**config.mk**
```make
export PLATFORM = sky130hd
export DESIGN_NAME = uart_dbg_top
export DESIGN_NICKNAME = d
export VERILOG_FILES = /design/src/hdl/uart_dbg_pkg.sv /design/src/hdl/mem_port_if.sv /design/src/hdl/baud_timer.sv /design/src/hdl/uart_rx.sv /design/src/hdl/uart_tx.sv /design/src/hdl/dbg_mem.sv /design/src/hdl/dbg_cmd_fsm.sv /design/src/hdl/uart_dbg_top.sv
export SDC_FILE = /design/constraint.sdc
export NUM_CORES = 2
export LEC_CHECK = 0
export ABC_AREA = 1
export ABC_CLOCK_PERIOD_IN_PS = 14500
export BUFFER_PORTS_ARGS = -buffer_cell sky130_fd_sc_hd__buf_2
export CORE_MARGIN = 5
export CORE_UTILIZATION = 30
export DETAILED_ROUTE_END_ITERATION = 12
export GPL_ROUTABILITY_DRIVEN = 1
export HOLD_SLACK_MARGIN = 0.1
export PLACE_DENSITY_LB_ADDON = 0.15
export RECOVER_POWER = 50
export SLEW_MARGIN = 20
export SYNTH_ARGS = -nofsm -noshare
export SYNTH_HDL_FRONTEND = slang
export SYNTH_SLANG_ARGS = --single-unit
```
**constraint.sdc**
```tcl
create_clock -name clk -period 14.5 [get_ports clk]
set_input_delay 2.9 -clock clk [delete_from_list [all_inputs] [get_ports clk]]
set_output_delay 2.9 -clock clk [all_outputs]
set_load 0.1 [all_outputs]
```
**src/hdl/uart_dbg_pkg.sv**
```systemverilog
// UART debug server package with protocol byte codes, field widths and the byte type
`default_nettype none

package uart_dbg_pkg;

  ////////////////////////////////////////////////////////////////////////////
  // Basic types
  ////////////////////////////////////////////////////////////////////////////

  typedef logic [7:0] byte_t;

  ////////////////////////////////////////////////////////////////////////////
  // Protocol codes
  ////////////////////////////////////////////////////////////////////////////

  // Commands from the host
  localparam byte_t CMD_READ  = 8'h11;
  localparam byte_t CMD_WRITE = 8'h12;
  localparam byte_t CMD_EXEC  = 8'h13;

  // Responses to the host
  localparam byte_t CODE_ACK = 8'h06;
  localparam byte_t CODE_EOT = 8'h04;
  localparam byte_t CODE_EOC = 8'h14;

  ////////////////////////////////////////////////////////////////////////////
  // Field sizes
  ////////////////////////////////////////////////////////////////////////////

  // Address and length fields, LSB first
  localparam int unsigned FIELD_BYTES = 8;
  localparam int unsigned EXIT_BYTES  = 4;
  localparam int unsigned ENTRY_WIDTH = 64;
  // Upper length bytes are dropped
  localparam int unsigned LEN_WIDTH   = 16;

endpackage

`default_nettype wire

```
**src/hdl/mem_port_if.sv**
```systemverilog
// Memory access port between the debug command FSM and the byte memory
`timescale 1ns/1ps
`default_nettype none

interface mem_port_if #(
  parameter int unsigned MEM_AW = 8
);

  // Request side, driven by the FSM
  logic                mem_en;
  logic                mem_we;
  logic [MEM_AW-1:0]   mem_addr;
  uart_dbg_pkg::byte_t mem_wdata;

  // Read data, one cycle after a read request
  uart_dbg_pkg::byte_t mem_rdata;

  modport ctrl (
    output mem_en, mem_we, mem_addr, mem_wdata,
    input  mem_rdata
  );

  modport mem (
    input  mem_en, mem_we, mem_addr, mem_wdata,
    output mem_rdata
  );

endinterface

`default_nettype wire

```
**src/hdl/baud_timer.sv**
```systemverilog
// Bit period counter giving one tick per UART bit, optionally half a bit first
`timescale 1ns/1ps
`default_nettype none

module baud_timer #(
  parameter int unsigned CLKS_PER_BIT = 16
) (
  input  logic clk,
  input  logic rst_i,
  input  logic run_i,
  input  logic half_i,
  output logic tick_o
);

  localparam int unsigned CW = $clog2(CLKS_PER_BIT);

  localparam logic [CW-1:0] FULL_LOAD = CW'(CLKS_PER_BIT - 1);
  localparam logic [CW-1:0] HALF_LOAD = CW'(CLKS_PER_BIT / 2 - 1);

  logic [CW-1:0] cnt_q;

  // Down counter, preloaded while stopped
  always_ff @(posedge clk) begin
    if (rst_i) begin
      cnt_q <= FULL_LOAD;
    end else if (!run_i) begin
      cnt_q <= half_i ? HALF_LOAD : FULL_LOAD;
    end else if (cnt_q == '0) begin
      cnt_q <= FULL_LOAD;
    end else begin
      cnt_q <= cnt_q - 1'b1;
    end
  end

  assign tick_o = run_i && (cnt_q == '0);

endmodule

`default_nettype wire

```
**src/hdl/uart_rx.sv**
```systemverilog
// UART 8N1 receiver sampling the line at bit centers
`timescale 1ns/1ps
`default_nettype none

module uart_rx #(
  parameter int unsigned CLKS_PER_BIT = 16
) (
  input  logic                clk,
  input  logic                rst_i,
  input  logic                rx_i,
  output logic                rx_valid_o,
  output uart_dbg_pkg::byte_t rx_byte_o
);

  typedef enum logic [1:0] {RX_IDLE, RX_START, RX_DATA, RX_STOP} rx_state_e;

  rx_state_e           state_q;
  logic [2:0]          sync_q;
  logic [2:0]          bit_cnt_q;
  uart_dbg_pkg::byte_t shift_q;
  logic                rx_s;
  logic                fall;
  logic                tick;

  // Two flops for the async line, the third one for edge detection
  assign rx_s = sync_q[1];
  assign fall = sync_q[2] && !sync_q[1];

  baud_timer #(
    .CLKS_PER_BIT ( CLKS_PER_BIT )
  ) i_baud_timer (
    .clk    ( clk                  ),
    .rst_i  ( rst_i                ),
    .run_i  ( state_q != RX_IDLE   ),
    .half_i ( 1'b1                 ),
    .tick_o ( tick                 )
  );

  always_ff @(posedge clk) begin
    if (rst_i) begin
      sync_q    <= 3'b111;
      state_q   <= RX_IDLE;
      bit_cnt_q <= '0;
    end else begin
      sync_q <= {sync_q[1:0], rx_i};
      case (state_q)
        RX_IDLE: begin
          if (fall) state_q <= RX_START;
        end
        RX_START: begin
          // Glitch check at mid start bit
          if (tick) begin
            state_q   <= rx_s ? RX_IDLE : RX_DATA;
            bit_cnt_q <= '0;
          end
        end
        RX_DATA: begin
          if (tick) begin
            bit_cnt_q <= bit_cnt_q + 1'b1;
            if (bit_cnt_q == 3'd7) state_q <= RX_STOP;
          end
        end
        default: begin
          if (tick) state_q <= RX_IDLE;
        end
      endcase
    end
  end

  // LSB arrives first
  always_ff @(posedge clk) begin
    if (state_q == RX_DATA && tick) begin
      shift_q <= {rx_s, shift_q[7:1]};
    end
  end

  // Frames with a low stop bit are dropped
  assign rx_valid_o = (state_q == RX_STOP) && tick && rx_s;
  assign rx_byte_o  = shift_q;

endmodule

`default_nettype wire

```
**src/hdl/uart_tx.sv**
```systemverilog
// UART 8N1 transmitter with a ready level that drops for the whole frame
`timescale 1ns/1ps
`default_nettype none

module uart_tx #(
  parameter int unsigned CLKS_PER_BIT = 16
) (
  input  logic                clk,
  input  logic                rst_i,
  input  logic                tx_valid_i,
  input  uart_dbg_pkg::byte_t tx_byte_i,
  output logic                tx_ready_o,
  output logic                tx_o
);

  logic       busy_q;
  logic [3:0] bit_cnt_q;
  logic [8:0] shift_q;
  logic       tx_q;
  logic       tick;

  baud_timer #(
    .CLKS_PER_BIT ( CLKS_PER_BIT )
  ) i_baud_timer (
    .clk    ( clk    ),
    .rst_i  ( rst_i  ),
    .run_i  ( busy_q ),
    .half_i ( 1'b0   ),
    .tick_o ( tick   )
  );

  always_ff @(posedge clk) begin
    if (rst_i) begin
      busy_q    <= 1'b0;
      bit_cnt_q <= '0;
      tx_q      <= 1'b1;
    end else if (!busy_q) begin
      if (tx_valid_i) begin
        busy_q    <= 1'b1;
        bit_cnt_q <= '0;
        tx_q      <= 1'b0;  // start bit
      end
    end else if (tick) begin
      // Ten ticks: eight data, stop, then end of stop bit
      tx_q      <= shift_q[0];
      bit_cnt_q <= bit_cnt_q + 1'b1;
      if (bit_cnt_q == 4'd9) busy_q <= 1'b0;
    end
  end

  // Data then stop bit, ones shifted in from the top
  always_ff @(posedge clk) begin
    if (!busy_q && tx_valid_i) begin
      shift_q <= {1'b1, tx_byte_i};
    end else if (busy_q && tick) begin
      shift_q <= {1'b1, shift_q[8:1]};
    end
  end

  assign tx_ready_o = !busy_q;
  assign tx_o       = tx_q;

endmodule

`default_nettype wire

```
**src/hdl/dbg_mem.sv**
```systemverilog
// Single port byte memory with registered read data
`timescale 1ns/1ps
`default_nettype none

module dbg_mem #(
  parameter int unsigned MEM_AW = 8
) (
  input  logic     clk,
  mem_port_if.mem  port
);

  localparam int unsigned DEPTH = 2 ** MEM_AW;

  uart_dbg_pkg::byte_t mem_q [DEPTH];

  // Write completes at the issuing edge, read data follows one cycle later
  always_ff @(posedge clk) begin
    if (port.mem_en) begin
      if (port.mem_we) begin
        mem_q[port.mem_addr] <= port.mem_wdata;
      end else begin
        port.mem_rdata <= mem_q[port.mem_addr];
      end
    end
  end

endmodule

`default_nettype wire

```
**src/hdl/dbg_cmd_fsm.sv**
```systemverilog
// Debug protocol FSM for ACK challenge, memory read and write, exec and end of computation
`timescale 1ns/1ps
`default_nettype none

module dbg_cmd_fsm #(
  parameter int unsigned MEM_AW = 8
) (
  input  logic                                      clk,
  input  logic                                      rst_i,
  input  logic                                      rx_valid_i,
  input  uart_dbg_pkg::byte_t                       rx_byte_i,
  output logic                                      tx_valid_o,
  output uart_dbg_pkg::byte_t                       tx_byte_o,
  input  logic                                      tx_ready_i,
  mem_port_if.ctrl                                  mem,
  output logic                                      exec_valid_o,
  output logic [uart_dbg_pkg::ENTRY_WIDTH-1:0]      exec_addr_o,
  input  logic                                      done_i,
  input  logic [8*uart_dbg_pkg::EXIT_BYTES-1:0]     exit_code_i
);

  localparam int unsigned LEN_BYTES = uart_dbg_pkg::LEN_WIDTH / 8;
  localparam int unsigned XCW       = $clog2(uart_dbg_pkg::EXIT_BYTES + 1);

  localparam logic [3:0] EXEC_LAST = 4'(uart_dbg_pkg::FIELD_BYTES - 1);
  localparam logic [3:0] RW_LAST   = 4'(2 * uart_dbg_pkg::FIELD_BYTES - 1);
  localparam logic [3:0] LEN_FIRST = 4'(uart_dbg_pkg::FIELD_BYTES);
  localparam logic [3:0] LEN_END   = 4'(uart_dbg_pkg::FIELD_BYTES + LEN_BYTES);

  typedef enum logic [2:0] {
    S_IDLE, S_HDR, S_ACK, S_WRITE, S_RD_FETCH, S_RD_SEND, S_LAST, S_EOC
  } state_e;

  state_e                                  state_q;
  uart_dbg_pkg::byte_t                     cmd_q;
  logic [3:0]                              byte_cnt_q;
  logic [uart_dbg_pkg::ENTRY_WIDTH-1:0]    entry_q;
  logic [uart_dbg_pkg::LEN_WIDTH-1:0]      len_q;
  logic [MEM_AW-1:0]                       addr_q;
  logic [8*uart_dbg_pkg::EXIT_BYTES-1:0]   exit_q;
  logic [XCW-1:0]                          exit_cnt_q;
  logic                                    done_pend_q;
  logic                                    tx_valid_q;
  uart_dbg_pkg::byte_t                     tx_byte_q;
  logic                                    tx_accept;
  logic                                    hdr_last;
  logic                                    len_last;

  assign tx_accept = tx_valid_o && tx_ready_i;
  assign hdr_last  = (cmd_q == uart_dbg_pkg::CMD_EXEC) ? (byte_cnt_q == EXEC_LAST)
                                                        : (byte_cnt_q == RW_LAST);
  assign len_last  = (len_q == uart_dbg_pkg::LEN_WIDTH'(1));

  ////////////////////////////////////////////////////////////////////////////
  // Protocol sequencing
  ////////////////////////////////////////////////////////////////////////////

  always_ff @(posedge clk) begin
    if (rst_i) begin
      state_q     <= S_IDLE;
      byte_cnt_q  <= '0;
      exit_cnt_q  <= '0;
      done_pend_q <= 1'b0;
      tx_valid_q  <= 1'b0;
    end else begin
      // Exit code waits here until the FSM is idle
      if (done_i && state_q != S_EOC) begin
        exit_q      <= exit_code_i;
        done_pend_q <= 1'b1;
      end
      case (state_q)
        S_IDLE: begin
          if (rx_valid_i) begin
            if (rx_byte_i == uart_dbg_pkg::CODE_ACK) begin
              tx_valid_q <= 1'b1;
              tx_byte_q  <= uart_dbg_pkg::CODE_ACK;
              state_q    <= S_LAST;
            end else if (rx_byte_i == uart_dbg_pkg::CMD_READ ||
                         rx_byte_i == uart_dbg_pkg::CMD_WRITE ||
                         rx_byte_i == uart_dbg_pkg::CMD_EXEC) begin
              cmd_q      <= rx_byte_i;
              byte_cnt_q <= '0;
              state_q    <= S_HDR;
            end
          end else if (done_pend_q) begin
            done_pend_q <= 1'b0;
            exit_cnt_q  <= '0;
            tx_valid_q  <= 1'b1;
            tx_byte_q   <= uart_dbg_pkg::CODE_EOC;
            state_q     <= S_EOC;
          end
        end
        S_HDR: begin
          if (rx_valid_i) begin
            byte_cnt_q <= byte_cnt_q + 1'b1;
            if (byte_cnt_q < LEN_FIRST) begin
              entry_q <= {rx_byte_i, entry_q[uart_dbg_pkg::ENTRY_WIDTH-1:8]};
            end else if (byte_cnt_q < LEN_END) begin
              len_q <= {rx_byte_i, len_q[uart_dbg_pkg::LEN_WIDTH-1:8]};
            end
            if (hdr_last) begin
              tx_valid_q <= 1'b1;
              tx_byte_q  <= uart_dbg_pkg::CODE_ACK;
              state_q    <= S_ACK;
            end
          end
        end
        S_ACK: begin
          if (tx_accept) begin
            tx_valid_q <= 1'b0;
            addr_q     <= entry_q[MEM_AW-1:0];
            if (cmd_q == uart_dbg_pkg::CMD_EXEC) begin
              state_q <= S_IDLE;
            end else if (len_q == '0) begin
              tx_valid_q <= 1'b1;
              tx_byte_q  <= uart_dbg_pkg::CODE_EOT;
              state_q    <= S_LAST;
            end else begin
              state_q <= (cmd_q == uart_dbg_pkg::CMD_WRITE) ? S_WRITE : S_RD_FETCH;
            end
          end
        end
        S_WRITE: begin
          if (rx_valid_i) begin
            addr_q <= addr_q + 1'b1;
            len_q  <= len_q - 1'b1;
            if (len_last) begin
              tx_valid_q <= 1'b1;
              tx_byte_q  <= uart_dbg_pkg::CODE_EOT;
              state_q    <= S_LAST;
            end
          end
        end
        S_RD_FETCH: begin
          addr_q  <= addr_q + 1'b1;
          state_q <= S_RD_SEND;
        end
        S_RD_SEND: begin
          if (tx_accept) begin
            len_q <= len_q - 1'b1;
            if (len_last) begin
              tx_valid_q <= 1'b1;
              tx_byte_q  <= uart_dbg_pkg::CODE_EOT;
              state_q    <= S_LAST;
            end else begin
              state_q <= S_RD_FETCH;
            end
          end
        end
        S_LAST: begin
          if (tx_accept) begin
            tx_valid_q <= 1'b0;
            state_q    <= S_IDLE;
          end
        end
        default: begin
          // EOC, then the exit code LSB first
          if (tx_accept) begin
            if (exit_cnt_q == XCW'(uart_dbg_pkg::EXIT_BYTES)) begin
              tx_valid_q <= 1'b0;
              state_q    <= S_IDLE;
            end else begin
              tx_byte_q  <= exit_q[7:0];
              exit_q     <= exit_q >> 8;
              exit_cnt_q <= exit_cnt_q + 1'b1;
            end
          end
        end
      endcase
    end
  end

  ////////////////////////////////////////////////////////////////////////////
  // Outputs
  ////////////////////////////////////////////////////////////////////////////

  // Read data goes straight out, held by the idle memory port
  assign tx_valid_o = tx_valid_q || (state_q == S_RD_SEND);
  assign tx_byte_o  = (state_q == S_RD_SEND) ? mem.mem_rdata : tx_byte_q;

  assign mem.mem_en    = (state_q == S_WRITE && rx_valid_i) || (state_q == S_RD_FETCH);
  assign mem.mem_we    = (state_q == S_WRITE);
  assign mem.mem_addr  = addr_q;
  assign mem.mem_wdata = rx_byte_i;

  assign exec_valid_o = (state_q == S_ACK) && tx_ready_i && (cmd_q == uart_dbg_pkg::CMD_EXEC);
  assign exec_addr_o  = entry_q;

endmodule

`default_nettype wire

```
**src/hdl/uart_dbg_top.sv**
```systemverilog
// UART debug server top level joining receiver, transmitter, command FSM and memory
`timescale 1ns/1ps
`default_nettype none

module uart_dbg_top #(
  parameter int unsigned CLKS_PER_BIT = 16,
  parameter int unsigned MEM_AW       = 8
) (
  input  logic                                  clk,
  input  logic                                  rst_i,
  input  logic                                  uart_rx_i,
  output logic                                  uart_tx_o,
  output logic                                  exec_valid_o,
  output logic [uart_dbg_pkg::ENTRY_WIDTH-1:0]  exec_addr_o,
  input  logic                                  done_i,
  input  logic [8*uart_dbg_pkg::EXIT_BYTES-1:0] exit_code_i
);

  logic                rx_valid;
  uart_dbg_pkg::byte_t rx_byte;
  logic                tx_valid;
  uart_dbg_pkg::byte_t tx_byte;
  logic                tx_ready;

  mem_port_if #(.MEM_AW(MEM_AW)) mem_port ();

  ////////////////////////////////////////////////////////////////////////////
  // Serial line
  ////////////////////////////////////////////////////////////////////////////

  uart_rx #(
    .CLKS_PER_BIT ( CLKS_PER_BIT )
  ) i_uart_rx (
    .clk        ( clk       ),
    .rst_i      ( rst_i     ),
    .rx_i       ( uart_rx_i ),
    .rx_valid_o ( rx_valid  ),
    .rx_byte_o  ( rx_byte   )
  );

  uart_tx #(
    .CLKS_PER_BIT ( CLKS_PER_BIT )
  ) i_uart_tx (
    .clk        ( clk       ),
    .rst_i      ( rst_i     ),
    .tx_valid_i ( tx_valid  ),
    .tx_byte_i  ( tx_byte   ),
    .tx_ready_o ( tx_ready  ),
    .tx_o       ( uart_tx_o )
  );

  ////////////////////////////////////////////////////////////////////////////
  // Protocol and memory
  ////////////////////////////////////////////////////////////////////////////

  dbg_cmd_fsm #(
    .MEM_AW ( MEM_AW )
  ) i_dbg_cmd_fsm (
    .clk          ( clk          ),
    .rst_i        ( rst_i        ),
    .rx_valid_i   ( rx_valid     ),
    .rx_byte_i    ( rx_byte      ),
    .tx_valid_o   ( tx_valid     ),
    .tx_byte_o    ( tx_byte      ),
    .tx_ready_i   ( tx_ready     ),
    .mem          ( mem_port     ),
    .exec_valid_o ( exec_valid_o ),
    .exec_addr_o  ( exec_addr_o  ),
    .done_i       ( done_i       ),
    .exit_code_i  ( exit_code_i  )
  );

  dbg_mem #(
    .MEM_AW ( MEM_AW )
  ) i_dbg_mem (
    .clk  ( clk      ),
    .port ( mem_port )
  );

endmodule

`default_nettype wire

```
==> flow_summary_export.csv <==
group,metric,value,unit
run_status,run_status,"finished with violations",
run_status,violated_checks,"capacitance limit, slew limit",
timing,finalHoldViolations,0,
synth,yosysWarningCount,0,
pwr,p_leak,42.7,nW
global_route,gr-max-usage-layer,"met2",
clock_network,clock-sinks,2242,
timing,max_slew_margin,-550,%
global_route,grt_first_pass_wirelength,423,mm
critical_path,timing.critical_path.buf_inv,3,
synth,post-synth-top-area-cell,"edfxtp_1",
pwr,max-vdd-ir-drop,0.0000886,V
finish,area_delta_synth_final,13.2,%
global_route,number_of_global_route_vias_before_repair,62800,
critical_path,reg2reg_setup_slack,5.40,ns
global_route,grt.met1_usage,24.0,%
critical_path,critPathTopFamily,"buffers and inverters",
global_route,grtUsageMet2,27.5,%
clock_network,cts_hold_repair.buffers,0,
timing,setup-tns-final,0,ns
finish,design.final.nets,9290,
critical_path,critical_path.startpoint_type,"flop",
critical_path,worst_path_max_delay_cell,"clkbuf_1",
global_route,grt_antenna_before_repair,15,
drt,post_drt_via_cell_ratio,4.65,
placed_design,numPlacedInstances,13100,
timing,worst_slew_pin_slew,9.75,ns
global_route,grt_overflow,0,
synth,synth_async_sr_flop_share,0,%
global_route,grtUsageMet3,2.19,%
pwr,power_per_cell_area,146,mW/mm²
critical_path,critical_path_peak_fanout,131,
timing,timing.final.crit_period,9.10,ns
die,die_area,0.330,mm²
critical_path,timing_worst_setup_path_type,"flop to flop",
die,design.core.area,0.318,mm²
critical_path,worst-endpoint-arrival,9.60,ns
drt,initialDrtViolationCount,5251,
critical_path,critPathMaxStageDelay,5.83,ns
finish,drive_gt1_share,5.94,%
placed_design,buffer_ports.inserted,101,
drt,route.detailed.drc,0,
die,die_height,574,µm
placed_design,routabilityCongestion,0.829,
critical_path,worstPathCellList,"clkbuf_1 -> buf_4 -> buf_4",
timing,slew_viol_final,1313,
pwr,totalPowerFinal,15.8,mW
synth,postSynthRegisterBits,2242,
drt,detail_route.wl_per_cell,21.2,µm
drt,route.final.wire_length,288,mm
worst_hold_path,hold_class,"flop to flop",
clock_network,cts_tree,"yes",
critical_path,worstSetupPathDepth,3,
critical_path,critical_register_to_register_path_startpoint,"i_uart_rx.rx_byte_o[3]$_DFFE_PP_",
clock_network,clock_tree.buffer_depth,4,
synth,synthMostInstantiatedCell,"nand2_1",
drt,antenna_violating_nets_post_route,0,
global_route,grt.total_usage,17.0,%
job,cap_viol_max_count,24,
clock_network,clock_tree.htree_level_count,5,
critical_path,worst_path_most_repeated_cell,"buf_4",
die,initial_utilization,30.1,%
clock_network,total_clock_buffers_created_by_cts,265,
global_route,grt_max_degree,214,
timing,setup-violations-final,0,
finish,final_cell_count_no_fill,13600,
synth,synth_edf_count,2208,
timing,maxClockFrequency,0.110,GHz
placed_design,detailedPlacementHpwl,164,mm
synth,top_reg_cell_synth,"edfxtp_1",
synth,netlist_top_cells_area,"edfxtp_1 (69%), nand2_1 (14%), nor2_1 (4.0%), inv_1 (3.3%), nand3_1 (2.1%)",
die,dieWidth,574,µm
synth,avg_cell_area_syn,10.3,µm²
critical_path,endpoint_kind,"flop",
clock_network,clock_insertion_delay_worst_skew,0.87,ns
clock_network,cts.repair.resized,0,
timing,timing.clock.skew,0.0535,ns
timing,grt_setup_unrepaired,"false",
synth,synth_top_cell_area_share,69.4,%
critical_path,worst_setup_path_startpoint,"i_uart_rx.rx_byte_o[3]$_DFFE_PP_",
die,row_count,207,
critical_path,crit_end,"i_dbg_mem.mem_q[112][3]$_DFFE_PP_",
synth,synth.top_cells.by_count,"nand2_1 (3515), edfxtp_1 (2208), nor2_1 (1010)",
drt,num_vias,63300,
timing,post-route-period-util,62.8,%
clock_network,post_cts_setup_buffer_count,0,
finish,sequential_cell_area,0.0670,mm²
die,pin_count,102,
finish,multiInputGateArea,0.0232,mm²
critical_path,number_of_cells_traversed_by_the_worst_register_to_register_path,3,
synth,synth.distinct_cells,42,
critical_path,critPathRequiredTime,15.00,ns
drt,firstDrtPassIters,5,
clock_network,cts_root_buf,"clkbuf_16",
clock_network,path_clk_slew,0.06,ns
critical_path,capture_instance_of_the_worst_register_to_register_path,"i_dbg_mem.mem_q[112][3]$_DFFE_PP_",
synth,netlist_instances,9242,
finish,count_of_filler_cells_inserted_in_the_layout,32200,
synth,mappedNetlistNets,9296,
synth,synth_area,0.0955,mm²
worst_hold_path,hold_path_cells,1,
synth,synth_seq_area_share,70.1,%
worst min path at each step:
stage                                                          start                                    endpoint  slack (ns)
after floorplan           i_uart_rx.i_baud_timer.cnt_q[0]$_SDFF_PP1_  i_uart_rx.i_baud_timer.cnt_q[0]$_SDFF_PP1_        0.37
after global placement    i_uart_tx.i_baud_timer.cnt_q[0]$_SDFF_PP1_  i_uart_tx.i_baud_timer.cnt_q[0]$_SDFF_PP1_        0.37
after detailed placement  i_uart_tx.i_baud_timer.cnt_q[0]$_SDFF_PP1_  i_uart_tx.i_baud_timer.cnt_q[0]$_SDFF_PP1_        0.38
after CTS                 i_uart_tx.i_baud_timer.cnt_q[0]$_SDFF_PP1_  i_uart_tx.i_baud_timer.cnt_q[0]$_SDFF_PP1_        0.39
after global routing      i_uart_tx.i_baud_timer.cnt_q[0]$_SDFF_PP1_  i_uart_tx.i_baud_timer.cnt_q[0]$_SDFF_PP1_        0.41
final                     i_uart_tx.i_baud_timer.cnt_q[0]$_SDFF_PP1_  i_uart_tx.i_baud_timer.cnt_q[0]$_SDFF_PP1_        0.39
registers in the layout, summed over array words and instances (netlist names), 2 cells and up:
signal and flops:
i_dbg_mem.mem_q 2048, i_dbg_cmd_fsm.exec_addr_o 64, i_dbg_cmd_fsm.exit_q 32, i_dbg_cmd_fsm.len_q 16, i_dbg_cmd_fsm.cmd_q 8, i_dbg_cmd_fsm.mem.mem_addr 8
i_dbg_cmd_fsm.tx_byte_q 8, i_dbg_mem.port.mem_rdata 8, i_uart_rx.rx_byte_o 8, i_uart_tx.shift_q 8, i_dbg_cmd_fsm.byte_cnt_q 4, i_uart_rx.i_baud_timer.cnt_q 4
i_uart_tx.bit_cnt_q 4, i_uart_tx.i_baud_timer.cnt_q 4, i_dbg_cmd_fsm.exit_cnt_q 3, i_dbg_cmd_fsm.state_q 3, i_uart_rx.bit_cnt_q 3, i_uart_rx.sync_q 3
i_uart_rx.state_q 2
where the power goes:
part	internal (mW)	total (mW)	switching, mW
registers	7.09	7.14	0.0493
clock network	3.73	6.41	2.68
logic	0.558	2.23	1.67
cells in the final DEF (no fill, tap or decap), drive strengths merged, types with 8 or more instances in the layout:
master    instances
xor2             15
dfxtp            34
clkbuf          350
clkinv          113
ha               18
buf             167
o21ai           598
a31oi            34
a21oi            31
bufinv           16
clkinvlp          8
nor3             22
inv             855
nor2           1014
nand2          3520
edfxtp         2208
nand3           401
layer usage:
layer  share of wire [%]  routed length [µm]
met2                  46              133000
met5                   0                   0
met3                 4.7               13600
met4                 2.6                7380
met1                  47              134000
metrics by stage:
stage	setup slack [ns]	hold slack, ns	area [µm²]	utilization [%]
finish	5.40	0.390	108000	34.1
global route	4.62	0.407	108000	34.1
CTS	8.99	0.394	108000	34.1
detailed placement	9.23	0.379	100000	31.5
global placement	9.24	0.374	100000	31.5
floorplan	4.62	0.365	95500	-
area by class of cell:
class                           instances  share of cell area (%)
Timing Repair Buffer                  193                    1.20
Sequential cell                      2242                    61.9
Clock inverter                        145                    1.11
Clock buffer                          324                    6.48
Antenna cell                            4                 0.00925
Multi-Input combinational cell       5687                    21.5
Inverter                              847                    2.96
Tap cell                             4180                    4.83
worst register-to-register path: stages, from the launching register on:
cell	delay, ns
edfxtp_1	0.45
clkbuf_1	5.83
buf_4	1.54
buf_4	0.90
kinds of logic after synthesis:
kind of cell | count (synthesis) | share of synthesized area, %
compound gates | 672 | 3.60
xor+xnor | 21 | 0.193
fa+ha+maj | 18 | 0.236
buf+inv | 1313 | 5.67
flops | 2242 | 70.1
mux | 1 | 0.0118
simple gates | 4975 | 20.2
Note: power is estimated with default switching activity, not from simulation.
